## src/rtl/isa_pkg.sv

```systemverilog
package isa_pkg;

  // width of the scoreboard transaction id
  localparam int TransIdBits = 3;

  // ------------------------------
  // functional units and operations
  // ------------------------------
  typedef enum logic [2:0] {
    FU_NONE  = 3'd0,
    FU_ALU   = 3'd1,
    FU_BU    = 3'd2,
    FU_LOAD  = 3'd3,
    FU_STORE = 3'd4,
    FU_MDU   = 3'd5,
    FU_CSR   = 3'd6
  } fu_t;

  // alu, branch, memory, muldiv and csr operations
  typedef enum logic [5:0] {
    OP_ADD, OP_SUB, OP_AND, OP_OR, OP_XOR,
    OP_SLL, OP_SRL, OP_SRA, OP_SLT, OP_SLTU,
    OP_BEQ, OP_BNE, OP_BLT, OP_BGE, OP_BLTU, OP_BGEU,
    OP_JAL, OP_JALR,
    OP_LW, OP_LH, OP_LB, OP_LHU, OP_LBU,
    OP_SW, OP_SH, OP_SB,
    OP_MUL, OP_MULH, OP_DIV, OP_DIVU, OP_REM, OP_REMU,
    OP_CSRRW, OP_CSRRS, OP_CSRRC
  } op_t;

  // predicted control flow kind
  typedef enum logic [1:0] {
    CF_NONE,
    CF_BRANCH,
    CF_JUMP,
    CF_RETURN
  } cf_t;

  typedef struct packed {
    cf_t         cf;
    logic [31:0] target;
  } bp_t;

  // ------------------------------
  // decoded instruction from ID
  // ------------------------------
  typedef struct packed {
    logic [31:0]            pc;
    logic [TransIdBits-1:0] trans_id;
    fu_t                    fu;
    op_t                    op;
    logic [4:0]             rs1;
    logic [4:0]             rs2;
    logic [4:0]             rd;
    logic [31:0]            imm;
    logic                   use_imm;
    logic                   use_pc;
    logic                   use_zimm;
    logic                   is_compressed;
    logic                   ex_valid;
    bp_t                    bp;
  } decoder_t;

  // operand bundle towards execute
  typedef struct packed {
    fu_t                    fu;
    op_t                    op;
    logic [31:0]            operand_a;
    logic [31:0]            operand_b;
    logic [31:0]            imm;
    logic [TransIdBits-1:0] trans_id;
  } fu_data_t;

endpackage
```

## src/rtl/sb_pkg.sv

```systemverilog
package sb_pkg;

  // ------------------------------
  // scoreboard view seen by issue
  // ------------------------------

  // one scoreboard slot
  // issued means in flight, valid means result already produced
  typedef struct packed {
    logic         issued;
    logic         valid;
    logic [4:0]   rd;
    isa_pkg::fu_t fu;
    logic [31:0]  result;
  } sb_entry_t;

  // write-back port from a functional unit
  // trans_id points at the scoreboard slot being completed
  typedef struct packed {
    logic                            valid;
    logic [isa_pkg::TransIdBits-1:0] trans_id;
    logic [31:0]                     data;
  } wb_port_t;

endpackage

```

## src/rtl/issue_stage.sv

```systemverilog
module issue_stage #(
  parameter int ScoreboardDepth = 8,
  parameter int WriteBackPorts  = 2
) (
  input  logic               clock,
  input  logic               reset,
  input  logic               flush_i,
  // issue handshake from decode
  input  isa_pkg::decoder_t  issue_instr_i,
  input  logic               issue_valid_i,
  output logic               issue_ready_o,
  // scoreboard view
  input  sb_pkg::sb_entry_t  sb_entries_i [ScoreboardDepth],
  input  sb_pkg::wb_port_t   wb_i [WriteBackPorts],
  // unit levels
  input  logic               flu_ready_i,
  input  logic               lsu_ready_i,
  // commit write
  input  logic               gpr_we_i,
  input  logic [4:0]         gpr_waddr_i,
  input  logic [31:0]        gpr_wdata_i,
  // towards execute
  output isa_pkg::fu_data_t  fu_data_o,
  output logic               alu_valid_o,
  output logic               branch_valid_o,
  output logic               lsu_valid_o,
  output logic               mdu_valid_o,
  output logic               csr_valid_o,
  output logic [31:0]        branch_pc_o,
  output logic               is_compressed_o,
  output isa_pkg::bp_t       branch_predict_o
);

  import isa_pkg::*;

  // one start pulse per unit
  typedef struct packed {
    logic alu;
    logic branch;
    logic lsu;
    logic mdu;
    logic csr;
  } strobe_t;

  logic [31:0] gpr_rdata_1;
  logic [31:0] gpr_rdata_2;
  logic        rs1_raw;
  logic        rs2_raw;
  logic        rd_waw;
  logic        rs1_hit;
  logic        rs2_hit;
  logic [31:0] rs1_fwd_data;
  logic [31:0] rs2_fwd_data;
  logic        fu_busy;
  logic        stall_raw;
  logic        stall_waw;
  logic        transfer;
  strobe_t     strobe_n;
  strobe_t     strobe_q;
  fu_data_t    fu_data_n;

  // ------------------------------
  // operand sources
  // ------------------------------
  gpr_regfile u_gpr_regfile (
    .clock     (clock),
    .reset     (reset),
    .raddr_1_i (issue_instr_i.rs1),
    .raddr_2_i (issue_instr_i.rs2),
    .waddr_i   (gpr_waddr_i),
    .wdata_i   (gpr_wdata_i),
    .we_i      (gpr_we_i),
    .rdata_1_o (gpr_rdata_1),
    .rdata_2_o (gpr_rdata_2)
  );

  clobber_table #(
    .ScoreboardDepth (ScoreboardDepth)
  ) u_clobber_table (
    .sb_entries_i (sb_entries_i),
    .rs1_i        (issue_instr_i.rs1),
    .rs2_i        (issue_instr_i.rs2),
    .rd_i         (issue_instr_i.rd),
    .rs1_raw_o    (rs1_raw),
    .rs2_raw_o    (rs2_raw),
    .rd_waw_o     (rd_waw)
  );

  operand_forward #(
    .ScoreboardDepth (ScoreboardDepth),
    .WriteBackPorts  (WriteBackPorts)
  ) u_fwd_rs1 (
    .clock        (clock),
    .rs_i         (issue_instr_i.rs1),
    .sb_entries_i (sb_entries_i),
    .wb_i         (wb_i),
    .hit_o        (rs1_hit),
    .data_o       (rs1_fwd_data)
  );

  operand_forward #(
    .ScoreboardDepth (ScoreboardDepth),
    .WriteBackPorts  (WriteBackPorts)
  ) u_fwd_rs2 (
    .clock        (clock),
    .rs_i         (issue_instr_i.rs2),
    .sb_entries_i (sb_entries_i),
    .wb_i         (wb_i),
    .hit_o        (rs2_hit),
    .data_o       (rs2_fwd_data)
  );

  // ------------------------------
  // unit busy and issue decision
  // ------------------------------
  // mdu in flight blocks the shared flu result path
  always_comb begin
    case (issue_instr_i.fu)
      FU_ALU, FU_BU, FU_CSR: fu_busy = !flu_ready_i || strobe_q.mdu;
      FU_MDU:                fu_busy = !flu_ready_i;
      FU_LOAD, FU_STORE:     fu_busy = !lsu_ready_i;
      default:               fu_busy = 1'b0;
    endcase
  end

  // raw only stalls when nothing can be forwarded
  assign stall_raw = (rs1_raw && !rs1_hit) || (rs2_raw && !rs2_hit);
  // commit writing rd this cycle frees it
  assign stall_waw = rd_waw && !(gpr_we_i && (gpr_waddr_i == issue_instr_i.rd));

  // excepted instructions pass regardless of hazards
  assign issue_ready_o = issue_valid_i && !fu_busy
                      && (!(stall_raw || stall_waw) || issue_instr_i.ex_valid);
  assign transfer = issue_valid_i && issue_ready_o;

  // ------------------------------
  // operand mux
  // ------------------------------
  always_comb begin
    fu_data_n.fu       = issue_instr_i.fu;
    fu_data_n.op       = issue_instr_i.op;
    fu_data_n.imm      = issue_instr_i.imm;
    fu_data_n.trans_id = issue_instr_i.trans_id;
    // forward only for clobbered operands
    fu_data_n.operand_a = (rs1_raw && rs1_hit) ? rs1_fwd_data : gpr_rdata_1;
    fu_data_n.operand_b = (rs2_raw && rs2_hit) ? rs2_fwd_data : gpr_rdata_2;
    if (issue_instr_i.use_pc) begin
      fu_data_n.operand_a = issue_instr_i.pc;
    end
    // csr immediate form, rs1 field as value
    if (issue_instr_i.use_zimm) begin
      fu_data_n.operand_a = {27'd0, issue_instr_i.rs1};
    end
    // stores and branches keep rs2 in operand_b
    if (issue_instr_i.use_imm && (issue_instr_i.fu != FU_STORE)
        && (issue_instr_i.fu != FU_BU)) begin
      fu_data_n.operand_b = issue_instr_i.imm;
    end
  end

  // unit select
  always_comb begin
    strobe_n = '0;
    if (transfer && !issue_instr_i.ex_valid && !flush_i) begin
      case (issue_instr_i.fu)
        FU_ALU:            strobe_n.alu = 1'b1;
        FU_BU:             strobe_n.branch = 1'b1;
        FU_LOAD, FU_STORE: strobe_n.lsu = 1'b1;
        FU_MDU:            strobe_n.mdu = 1'b1;
        FU_CSR:            strobe_n.csr = 1'b1;
        default:           strobe_n = '0;
      endcase
    end
  end

  // ------------------------------
  // ID to EX registers
  // ------------------------------
  always_ff @(posedge clock) begin
    if (reset) begin
      strobe_q         <= '0;
      fu_data_o        <= '0;
      branch_pc_o      <= '0;
      is_compressed_o  <= 1'b0;
      branch_predict_o <= '0;
    end else begin
      strobe_q  <= strobe_n;
      fu_data_o <= fu_data_n;
      // branch side info only tracks branch unit ops
      if (issue_instr_i.fu == FU_BU) begin
        branch_pc_o      <= issue_instr_i.pc;
        is_compressed_o  <= issue_instr_i.is_compressed;
        branch_predict_o <= issue_instr_i.bp;
      end
    end
  end

  assign alu_valid_o    = strobe_q.alu;
  assign branch_valid_o = strobe_q.branch;
  assign lsu_valid_o    = strobe_q.lsu;
  assign mdu_valid_o    = strobe_q.mdu;
  assign csr_valid_o    = strobe_q.csr;

  // at most one unit started per cycle
  strobe_onehot: assert property (@(posedge clock) disable iff (reset) $onehot0(strobe_q));

  // a flushed cycle starts nothing downstream
  flush_kills_strobe: assert property (
    @(posedge clock) disable iff (reset) flush_i |=> (strobe_q == '0)
  );

endmodule

```

## src/rtl/operand_forward.sv

```systemverilog
module operand_forward #(
  parameter int ScoreboardDepth = 8,
  parameter int WriteBackPorts  = 2
) (
  input  logic              clock,
  input  logic [4:0]        rs_i,
  input  sb_pkg::sb_entry_t sb_entries_i [ScoreboardDepth],
  input  sb_pkg::wb_port_t  wb_i [WriteBackPorts],
  output logic              hit_o,
  output logic [31:0]       data_o
);

  localparam int NumReq = WriteBackPorts + ScoreboardDepth;

  // wb ports occupy the low request slots
  logic [NumReq-1:0] req;
  logic [31:0]       req_data [NumReq];

  // ------------------------------
  // request vector
  // ------------------------------
  always_comb begin
    for (int p = 0; p < WriteBackPorts; p++) begin
      // slot must exist, be in flight and target rs
      req[p] = wb_i[p].valid
            && (int'(wb_i[p].trans_id) < ScoreboardDepth)
            && sb_entries_i[wb_i[p].trans_id].issued
            && (sb_entries_i[wb_i[p].trans_id].rd == rs_i);
      req_data[p] = wb_i[p].data;
    end
    // finished entries still waiting for commit
    for (int i = 0; i < ScoreboardDepth; i++) begin
      req[WriteBackPorts+i] = sb_entries_i[i].issued && sb_entries_i[i].valid
                           && (sb_entries_i[i].rd == rs_i);
      req_data[WriteBackPorts+i] = sb_entries_i[i].result;
    end
  end

  // fixed priority with the lowest index winning
  always_comb begin
    hit_o  = 1'b0;
    data_o = '0;
    for (int i = NumReq - 1; i >= 0; i--) begin
      if (req[i]) begin
        hit_o  = 1'b1;
        data_o = req_data[i];
      end
    end
  end

  // flag follows the requests and data comes from the lowest one
  hit_matches_req: assert property (@(posedge clock)
    (hit_o == (|req)) && (!hit_o || (data_o == req_data[$clog2(req & (~req + 1'b1))])));

endmodule

```

## src/rtl/clobber_table.sv

```systemverilog
module clobber_table #(
  parameter int ScoreboardDepth = 8
) (
  input  sb_pkg::sb_entry_t sb_entries_i [ScoreboardDepth],
  input  logic [4:0]        rs1_i,
  input  logic [4:0]        rs2_i,
  input  logic [4:0]        rd_i,
  output logic              rs1_raw_o,
  output logic              rs2_raw_o,
  output logic              rd_waw_o
);

  import isa_pkg::*;

  // unit that will write each gpr
  fu_t clobber [32];

  // ------------------------------
  // build table
  // ------------------------------
  always_comb begin
    for (int r = 0; r < 32; r++) begin
      clobber[r] = FU_NONE;
    end
    // later slots overwrite earlier ones
    // so the highest index wins on a shared rd
    for (int i = 0; i < ScoreboardDepth; i++) begin
      if (sb_entries_i[i].issued) begin
        clobber[sb_entries_i[i].rd] = sb_entries_i[i].fu;
      end
    end
    // x0 never clobbered
    clobber[0] = FU_NONE;
  end

  // lookups
  assign rs1_raw_o = clobber[rs1_i] != FU_NONE;
  assign rs2_raw_o = clobber[rs2_i] != FU_NONE;
  assign rd_waw_o  = (clobber[rd_i] != FU_NONE) && (rd_i != 5'd0);

  // x0 must never look like a pending result
  always_comb begin
    assert (!((rs1_i == 5'd0) && rs1_raw_o) && !((rs2_i == 5'd0) && rs2_raw_o));
  end

endmodule

```

## src/rtl/gpr_regfile.sv

```systemverilog
module gpr_regfile (
  input  logic        clock,
  input  logic        reset,
  input  logic [4:0]  raddr_1_i,
  input  logic [4:0]  raddr_2_i,
  input  logic [4:0]  waddr_i,
  input  logic [31:0] wdata_i,
  input  logic        we_i,
  output logic [31:0] rdata_1_o,
  output logic [31:0] rdata_2_o
);

  // x1..x31 only, x0 has no storage
  logic [31:0] regs [1:31];

  // ------------------------------
  // write port
  // ------------------------------
  always_ff @(posedge clock) begin
    if (reset) begin
      for (int i = 1; i < 32; i++) begin
        regs[i] <= '0;
      end
    end else if (we_i && (waddr_i != 5'd0)) begin
      regs[waddr_i] <= wdata_i;
    end
  end

  // ------------------------------
  // read ports
  // ------------------------------
  // same-cycle write not bypassed, old value seen
  assign rdata_1_o = (raddr_1_i == 5'd0) ? 32'd0 : regs[raddr_1_i];
  assign rdata_2_o = (raddr_2_i == 5'd0) ? 32'd0 : regs[raddr_2_i];

endmodule

```

## config.mk

```make
export PLATFORM = sky130hd
export DESIGN_NAME = issue_stage
export DESIGN_NICKNAME = d
export VERILOG_FILES = /design/src/rtl/isa_pkg.sv /design/src/rtl/sb_pkg.sv /design/src/rtl/issue_stage.sv /design/src/rtl/operand_forward.sv /design/src/rtl/clobber_table.sv /design/src/rtl/gpr_regfile.sv
export SDC_FILE = /design/constraint.sdc
export NUM_CORES = 2
export LEC_CHECK = 0
export BUFFER_PORTS_ARGS = -buffer_cell sky130_fd_sc_hd__buf_2
export CAP_MARGIN = 10
export CORE_AREA = 2 2 365 367
export DETAILED_ROUTE_END_ITERATION = 10
export DIE_AREA = 0 0 367 369
export PLACE_DENSITY = 0.81
export SLEW_MARGIN = 30
export SYNTH_ARGS = -nofsm -noshare
export SYNTH_HDL_FRONTEND = slang
export SYNTH_SLANG_ARGS = --single-unit
```

## constraint.sdc

```tcl
create_clock -name clock -period 3.75 [get_ports clock]
set_input_delay 0.1875 -clock clock [delete_from_list [all_inputs] [get_ports clock]]
set_output_delay 0.1875 -clock clock [all_outputs]
set_load 0.005 [all_outputs]
```

==> results of run 1 <==
[logic make-up after synthesis]
| kind of cell | Yosys count | synth area share (%) |
|---|---|---|
| and+or+nand+nor | 2498 | 17.7 |
| xor gates and xnor gates | 104 | 1.14 |
| DFF | 1204 | 43.0 |
| AOI/OAI and AO/OA | 1573 | 13.6 |
| buffers and inverters | 853 | 4.35 |
| muxes | 776 | 20.1 |
| other | 1 | 0.00470 |
[metal layers]
layer  global-route usage (%)  overflow
met1                     87.1        55
met2                     97.6       340
met3                     80.5        50
met4                     87.4       260
met5                     58.7        11
[timing repair]
action                                  4_1_cts
hold buffers                                157
endpoints found under the hold margin       374
pin swaps                                    75
buffers inserted                             20
endpoints found under the setup margin       70
resized for setup                           258
gates cloned                                  2
[through the flow]
| step | instances | utilization (%) | setup WS (ns) |
|---|---|---|---|
| after floorplan | 7040 | - | 0.376 |
| after global placement | 10002 | 71.8 | -1.37 |
| after detailed placement | 10002 | 71.8 | -1.37 |
| after CTS | 10398 | 77.1 | -0.145 |
[synth_stat cells, drive strengths merged, types with 19 or more instances]
master   number  area share [%]
nor2        371             1.8
nand3        85            0.53
or3          21            0.16
or3b         20            0.22
o211ai      150             1.4
a221oi       43            0.48
xor2         36            0.39
mux2i       107             1.3
o22ai       169             1.3
o221ai       45            0.49
nand4        39            0.31
o22a         19            0.21
a31oi        77            0.60
nand3b       34            0.32
a21oi       326             2.0
nor3         57            0.36
edfxtp     1024              39
a311o        30            0.38
dfxtp       180             4.5
and2       1003             7.9
a221o        73            0.92
a311oi       34            0.37
o21ai       214             1.3
nand4bb      19            0.27
a211o        51            0.56
and3         19            0.15
and4b        23            0.29
o31ai        33            0.32
nor2b        96            0.75
nand2       456             2.1
a211oi      103            0.97
mux4        664              19
nand4b       29            0.34
a22oi        60            0.56
nor4         59            0.50
nand2b       31            0.24
clkbuf      607             2.9
xnor2        68            0.75
or2          45            0.35
buf         225             1.4
==> results, run 1 <==
- The number of enable flip-flop cells after synthesis is between 1k and 1.5k.
- The total half-perimeter wirelength after legalization and detailed placement is 357000 um.
- The post-synthesis cell type count is 102.
- Synthesis produced a netlist whose cell count is ~7.0k.
- The flip-flop and latch count after synthesis is ~1.2k.
- The global-route wire length before repair is about 840000 um.
- The number of global-route vias before repair is about 99k.
- The largest net degree at the start of global routing is 112.
- In this run the mean area of a mapped cell was 11.4 um^2.
- The floorplan die height is 369 um.
- The count of warnings emitted by yosys is 0.
- The initial utilization of the core area, before any placement, comes to about three fifths.
- The area of placed instances is 94200 um^2.
- In this run the deepest clock path goes through 3 buffers.
- The clock tree synthesis step divided the H-tree into 3 levels.
- The run stopped with a tool error.
- The CTS root buffer is sky130_fd_sc_hd__clkbuf_16.
- The stage where the flow stopped is 5_1_grt.
- In the global route stage, overall resource usage came out at between 80% and 90%.
- The floorplan step set the die width to 367 um.
- After synthesis, flip-flops and latches occupy a little over two fifths of the total area.
- Global routing finished with a remaining overflow of slightly above 700.
- The clock drives 1204 sinks.
- Counting the buffers created by CTS gives ~120.
- The first error in the log reads "[ERROR GRT-0116] Global routing finished with congestion. Check the congestion regions in the DRC Viewer".
- The share of synthesized flip-flops with an asynchronous set or reset is 0%.
- The post-synth design cell area is 79800 um^2.
- The number of top-level pins is about 760.
- Port buffering added 762 buffers.
- The floorplan has between 100 and 150 rows.
- The final RePlAce weighted congestion is between 1 and 1.5.
- For this run, the leading register cell type out of synthesis is sky130_fd_sc_hd__edfxtp_1.
==> inputs of run 2 (changes only) <==
Settings changed: CORE_AREA 2 2 365 367 to 2 2 450 452, DIE_AREA 0 0 367 369 to 0 0 452 454, PLACE_DENSITY 0.81 to default, PLACE_DENSITY_LB_ADDON from default to 0.15.
==> run 2 against run 1 <==
The flow now finishes, with violations (setup timing); synthesized cell count unchanged; synthesized area unchanged.
==> results, run 2 <==
- The flow ran to the end, but the final reports show violations.
- The checks that failed: setup timing.
- The shortest clock period the worst path allows after layout is approximately 4.6 ns.
- The post-synth design cell area is 79800 um^2 (unchanged).
- The number of top-level pins is 763 (unchanged).
- The number of clock sinks is 1204 (unchanged).
- The cell family contributing the most delay on the critical path is compound AO/OA/AOI/OAI gates.
- The worst setup path is captured at an output port.
- In the routed layout, each cell is associated on average with a via count of ~6.8.
- In the synthesized netlist, the cells that appear most often are sky130_fd_sc_hd__edfxtp_1, sky130_fd_sc_hd__and2_1, sky130_fd_sc_hd__mux4_2.
- The worst-case IR drop observed on VDD is ~0.52 mV.
- Walking the worst path, the cells encountered are clkbuf_4 -> buf_4 -> nor4bb_1 -> buf_4 -> nand2_1 -> nor2_1 -> a311oi_2 -> a2111oi_4 -> buf_4 -> a211oi_2 -> a211oi_2 -> nor4_4 -> a22oi_2 -> buf_4 -> or3b_4 -> a21oi_4 -> buf_2.
- The number of cells on the worst reg-to-reg path is 7.
- The clock latency of the later-clocked register in the worst-skew pair is roughly 0.85 ns.
- The total number of cells along the worst setup path is 17.
- The count of warnings emitted by yosys is 0 (unchanged).
- The average detailed-routed wire length per instance is between 40 and 50 um.
- Routed signal wires occupy layers up through met5.
- In the final design database the tool counted approximately 9.3k nets.
- The relative contribution of sequential cells to total power is 42.5%.
- By area the synthesized netlist is led by sky130_fd_sc_hd__edfxtp_1, sky130_fd_sc_hd__mux4_2, sky130_fd_sc_hd__and2_1.
- The max-capacitance violation count is 0.
- For the worst setup path, the data required time is 3.56 ns.
- The most numerous cell in the Yosys netlist is sky130_fd_sc_hd__edfxtp_1.
- The first detailed-routing pass ran for 7 iterations.
- The count of placed standard cells including taps is 11.1k (+11%).
- The total clock buffers created by CTS came to 132 (+12%).
- Setup slack on the critical path of the routed design comes to -0.831 ns.
- For this design, the slowest cell found on the critical path is sky130_fd_sc_hd__a22oi_2.
- The flip-flop and latch count after synthesis was 1204 (unchanged).
- The register with the most flip-flops in the layout has between 1k and 1.5k of them.
- In the layout the commonest cells are sky130_fd_sc_hd__buf_4, sky130_fd_sc_hd__edfxtp_1, sky130_fd_sc_hd__and2_1.
- In the synthesized netlist the dominant register cell turns out to be sky130_fd_sc_hd__edfxtp_1.
- The critical path startpoint is sb_entries_i[81].
- After detailed routing, the number of remaining DRC violations is 0.
- Setup repair after global routing could not meet its margin everywhere.
- The class of the tightest hold or removal check is input port to flop.
- In this run the standard cell core region covers around 200000 um^2.
- Setup violations remaining at the end of the flow were counted as 16.
- The post-synthesis cell type count is 102 (unchanged).
- Derived from the worst setup path, the maximum achievable clock frequency is 0.218 GHz.
- The overall power after layout is 36.9 mW.
- The x dimension of the die is 452 um (+23%).
- Along the worst path, the maximum fanout reaches 10.
- The worst hold path was traced through 4 stages.
- The proportion of power drawn by combinational gates is 22.5%.
- The count of final max-slew check failures is 0.
- The total wire length after detailed routing is around 500000 um.
- The number of cell rows is 165 (+24%).
- On the final layout, the worst hold slack is around 0.037 ns.
- The setup slack at placement came to -2.27 ns (-0.898 ns).
- By instance count, the cell type seen most on the critical path is sky130_fd_sc_hd__buf_4.
- The number of enable flip-flop cells after synthesis was 1024 (unchanged).
- The proportion of total power due to net switching is slightly above 30%.
- The tree is rooted in a sky130_fd_sc_hd__clkbuf_16.
- For this run the aggregate overflow at the end of global routing stands at 0.
- The post-synthesis average cell area was 11.4 um^2 (unchanged).
- The H-tree depth is 4 (+1).
- The post-synthesis to final-layout area growth is 30.9%.
- The total routing resource utilization after global routing is roughly 48%.
- Dividing total power by cell area gives a power density of between 300 and 400 nW/um^2.
- Measured against its own limit, the worst slew margin works out to between 20% and 30%.
- The share of the clock period used by the worst path is 122%.
- The maximum clock insertion buffer count is 3 (unchanged).
- The detailed router placed slightly below 80k vias in this run.
- The first global-routing pass estimated ~660000 um of wire.
- The worst endpoint data arrival time is about 4.4 ns.
- The launching point of the worst reg2reg path is u_gpr_regfile.regs[7][2]$_SDFFCE_PN0P_.
- In the final layout, the registers with the most flip-flops are u_gpr_regfile.regs x1024, fu_data_o x108, branch_predict_o x34.
- STA classifies the critical path startpoint as an input port.
- The sequential-to-total area share from yosys stat is 43.0% (unchanged).
- Ranked by flip-flop count, first place goes to u_gpr_regfile.regs.
- The largest net degree at the start of global routing is ~110.
- The count of filler cells inserted in the layout is 17.5k.
- The die covers between 200000 and 250000 um^2.
- The met1 wire length is approximately 180000 um.
- The fraction of post-synthesis cell area in the top cell type by area came to 38.5% (unchanged).
- The stage delay of the slowest cell on the critical path is about 0.50 ns.
- The initial core utilization was 39.7% (-21 points).
- After detailed routing, the met3 layer carries 70400 um of wire.
- The share of synthesized flip-flops with an asynchronous set or reset was 0% (unchanged).
- Cell internal power was estimated by the tool at between 20 and 30 mW.
- Once detail routing completed, the nets flagged for antenna violations numbered 0.
- The library cell with the largest summed area after synthesis is sky130_fd_sc_hd__edfxtp_1.
- The relative contribution of the clock network to total power is approximately a third.
- The CTS tree is built.
- The synthesized netlist cell count is 7009 (unchanged).
- The most common cell after layout, fill and taps aside is sky130_fd_sc_hd__buf_4.
- At the pin with the least slew margin, the transition time is 1.10 ns.
- The critical path is of the input port to output port type.
- The count of buffers inserted at the top-level ports is 762 (unchanged).
- The number of standard cells in the layout, taps in and fillers out is approximately 12k.
- Clock-pin slew was measured on the worst setup and hold paths at roughly 0.06 ns.
- The final RePlAce weighted congestion is 1.15 (-18%).
- The number of global-route vias before repair is 74.9k.
- Summed over all cells, the static leakage comes to about 38 nW.
- The worst clock skew is a little over 0.07 ns.
- The total half-perimeter wirelength after legalization and detailed placement is 369000 um (+3.4%).
- The floorplan die height came to 454 um (+23%).
- The final number of hold-violating endpoints came to 0.
- The net load switching power is about 11 mW.
- The worst hold path begins at wb_i[67].
- Counting both buffers and inverters, the worst setup path holds a total of 6.
- In the final layout, the share of cells above drive strength 1 is between 30% and 40%.
- The number of violations reported at the end of detailed-routing iteration 0 is approximately 14k.
- The initial antenna violation count is 129.
- The sum of met2 wire segment lengths after detailed routing is 210000 um.
-- run 2: cell counts after synthesis --
Identical to the previous run, type by type.
-- run 2: final cells by class --
cell class                      instances  area (um^2)  area share (%)
Antenna cell                          128          320           0.306
Tap cell                             2672         3340            3.20
Inverter                               21         83.8          0.0802
Multi-Input combinational cell       4983        43700            41.8
Clock inverter                         62          708           0.677
Sequential cell                      1204        34400            32.9
Clock buffer                          170         3500            3.34
Timing Repair Buffer                 2395        18600            17.8
-- run 2: cell families (layout without fill, tap and decap cells) --
group                  after synthesis  after routing  share of synthesized area, %
buffers and inverters              853           2648                          4.35
AO/OA/AOI/OAI                     1573           1573                          13.6
multiplexers                       776            776                          20.1
flip-flops                        1204           1204                          43.0
AND/OR/NAND/NOR                   2498           2498                          17.7
other                                1            160                       0.00470
XOR/XNOR                           104            104                          1.14
-- run 2: layer usage --
metal | GRT usage (%) | up-vias
li1 | - | 30839
met3 | 19.8 | 1478
met5 | 0.210 | -
met4 | 31.5 | 52
met1 | 59.5 | 39840
met2 | 68.3 | 6733
-- run 2: per-stage QoR --
step                      instance area [um^2]  setup TNS (ns)  util (%)
after global placement                   96500          -88.67      48.1
after global routing                    104000           -2.94      52.0
after CTS                               104000           -1.86      51.5
after floorplan                          80000               0         -
after detailed placement                 96600          -85.29      48.1
final                                   105000           -1.37      52.0
-- run 2: worst paths after layout --
| kind | endpoint | slack (ns) |
|---|---|---|
| max | issue_ready_o | -0.83 |
| min | fu_data_o[98]$_SDFF_PP0_ | 0.04 |
| max reg2reg | fu_data_o[69]$_SDFF_PP0_ | 1.19 |
| min reg2reg | branch_predict_o[9]$_SDFFE_PP0P_ | 0.45 |
-- run 2: power by group through the flow --
stage	Clock, mW	Combinational (mW)	Sequential (mW)
after floorplan	0	3.42	15.8
after global placement	0	7.55	15.8
after detailed placement	0	7.56	15.9
after CTS	12.9	7.87	15.6
after global routing	13.4	8.37	15.7
final	12.9	8.30	15.7
-- run 2: worst register-to-register path: stages (launching register included) --
cell and delay (ns):
sky130_fd_sc_hd__edfxtp_1 0.40, sky130_fd_sc_hd__mux4_2 0.48, sky130_fd_sc_hd__mux4_2 0.54, sky130_fd_sc_hd__mux2i_1 0.17, sky130_fd_sc_hd__buf_4 0.23, sky130_fd_sc_hd__nor3_1 0.06
sky130_fd_sc_hd__or3b_1 0.34, sky130_fd_sc_hd__and3_1 0.19
-- run 2: timing repair --
action	CTS	global route
endpoints found under the setup margin	67	66
endpoints found under the hold margin	1032	0
buffers inserted	15	17
gates resized for setup	167	130
pin swaps	41	46
hold buffers	188	0
Power figures use the tool's default switching activity.
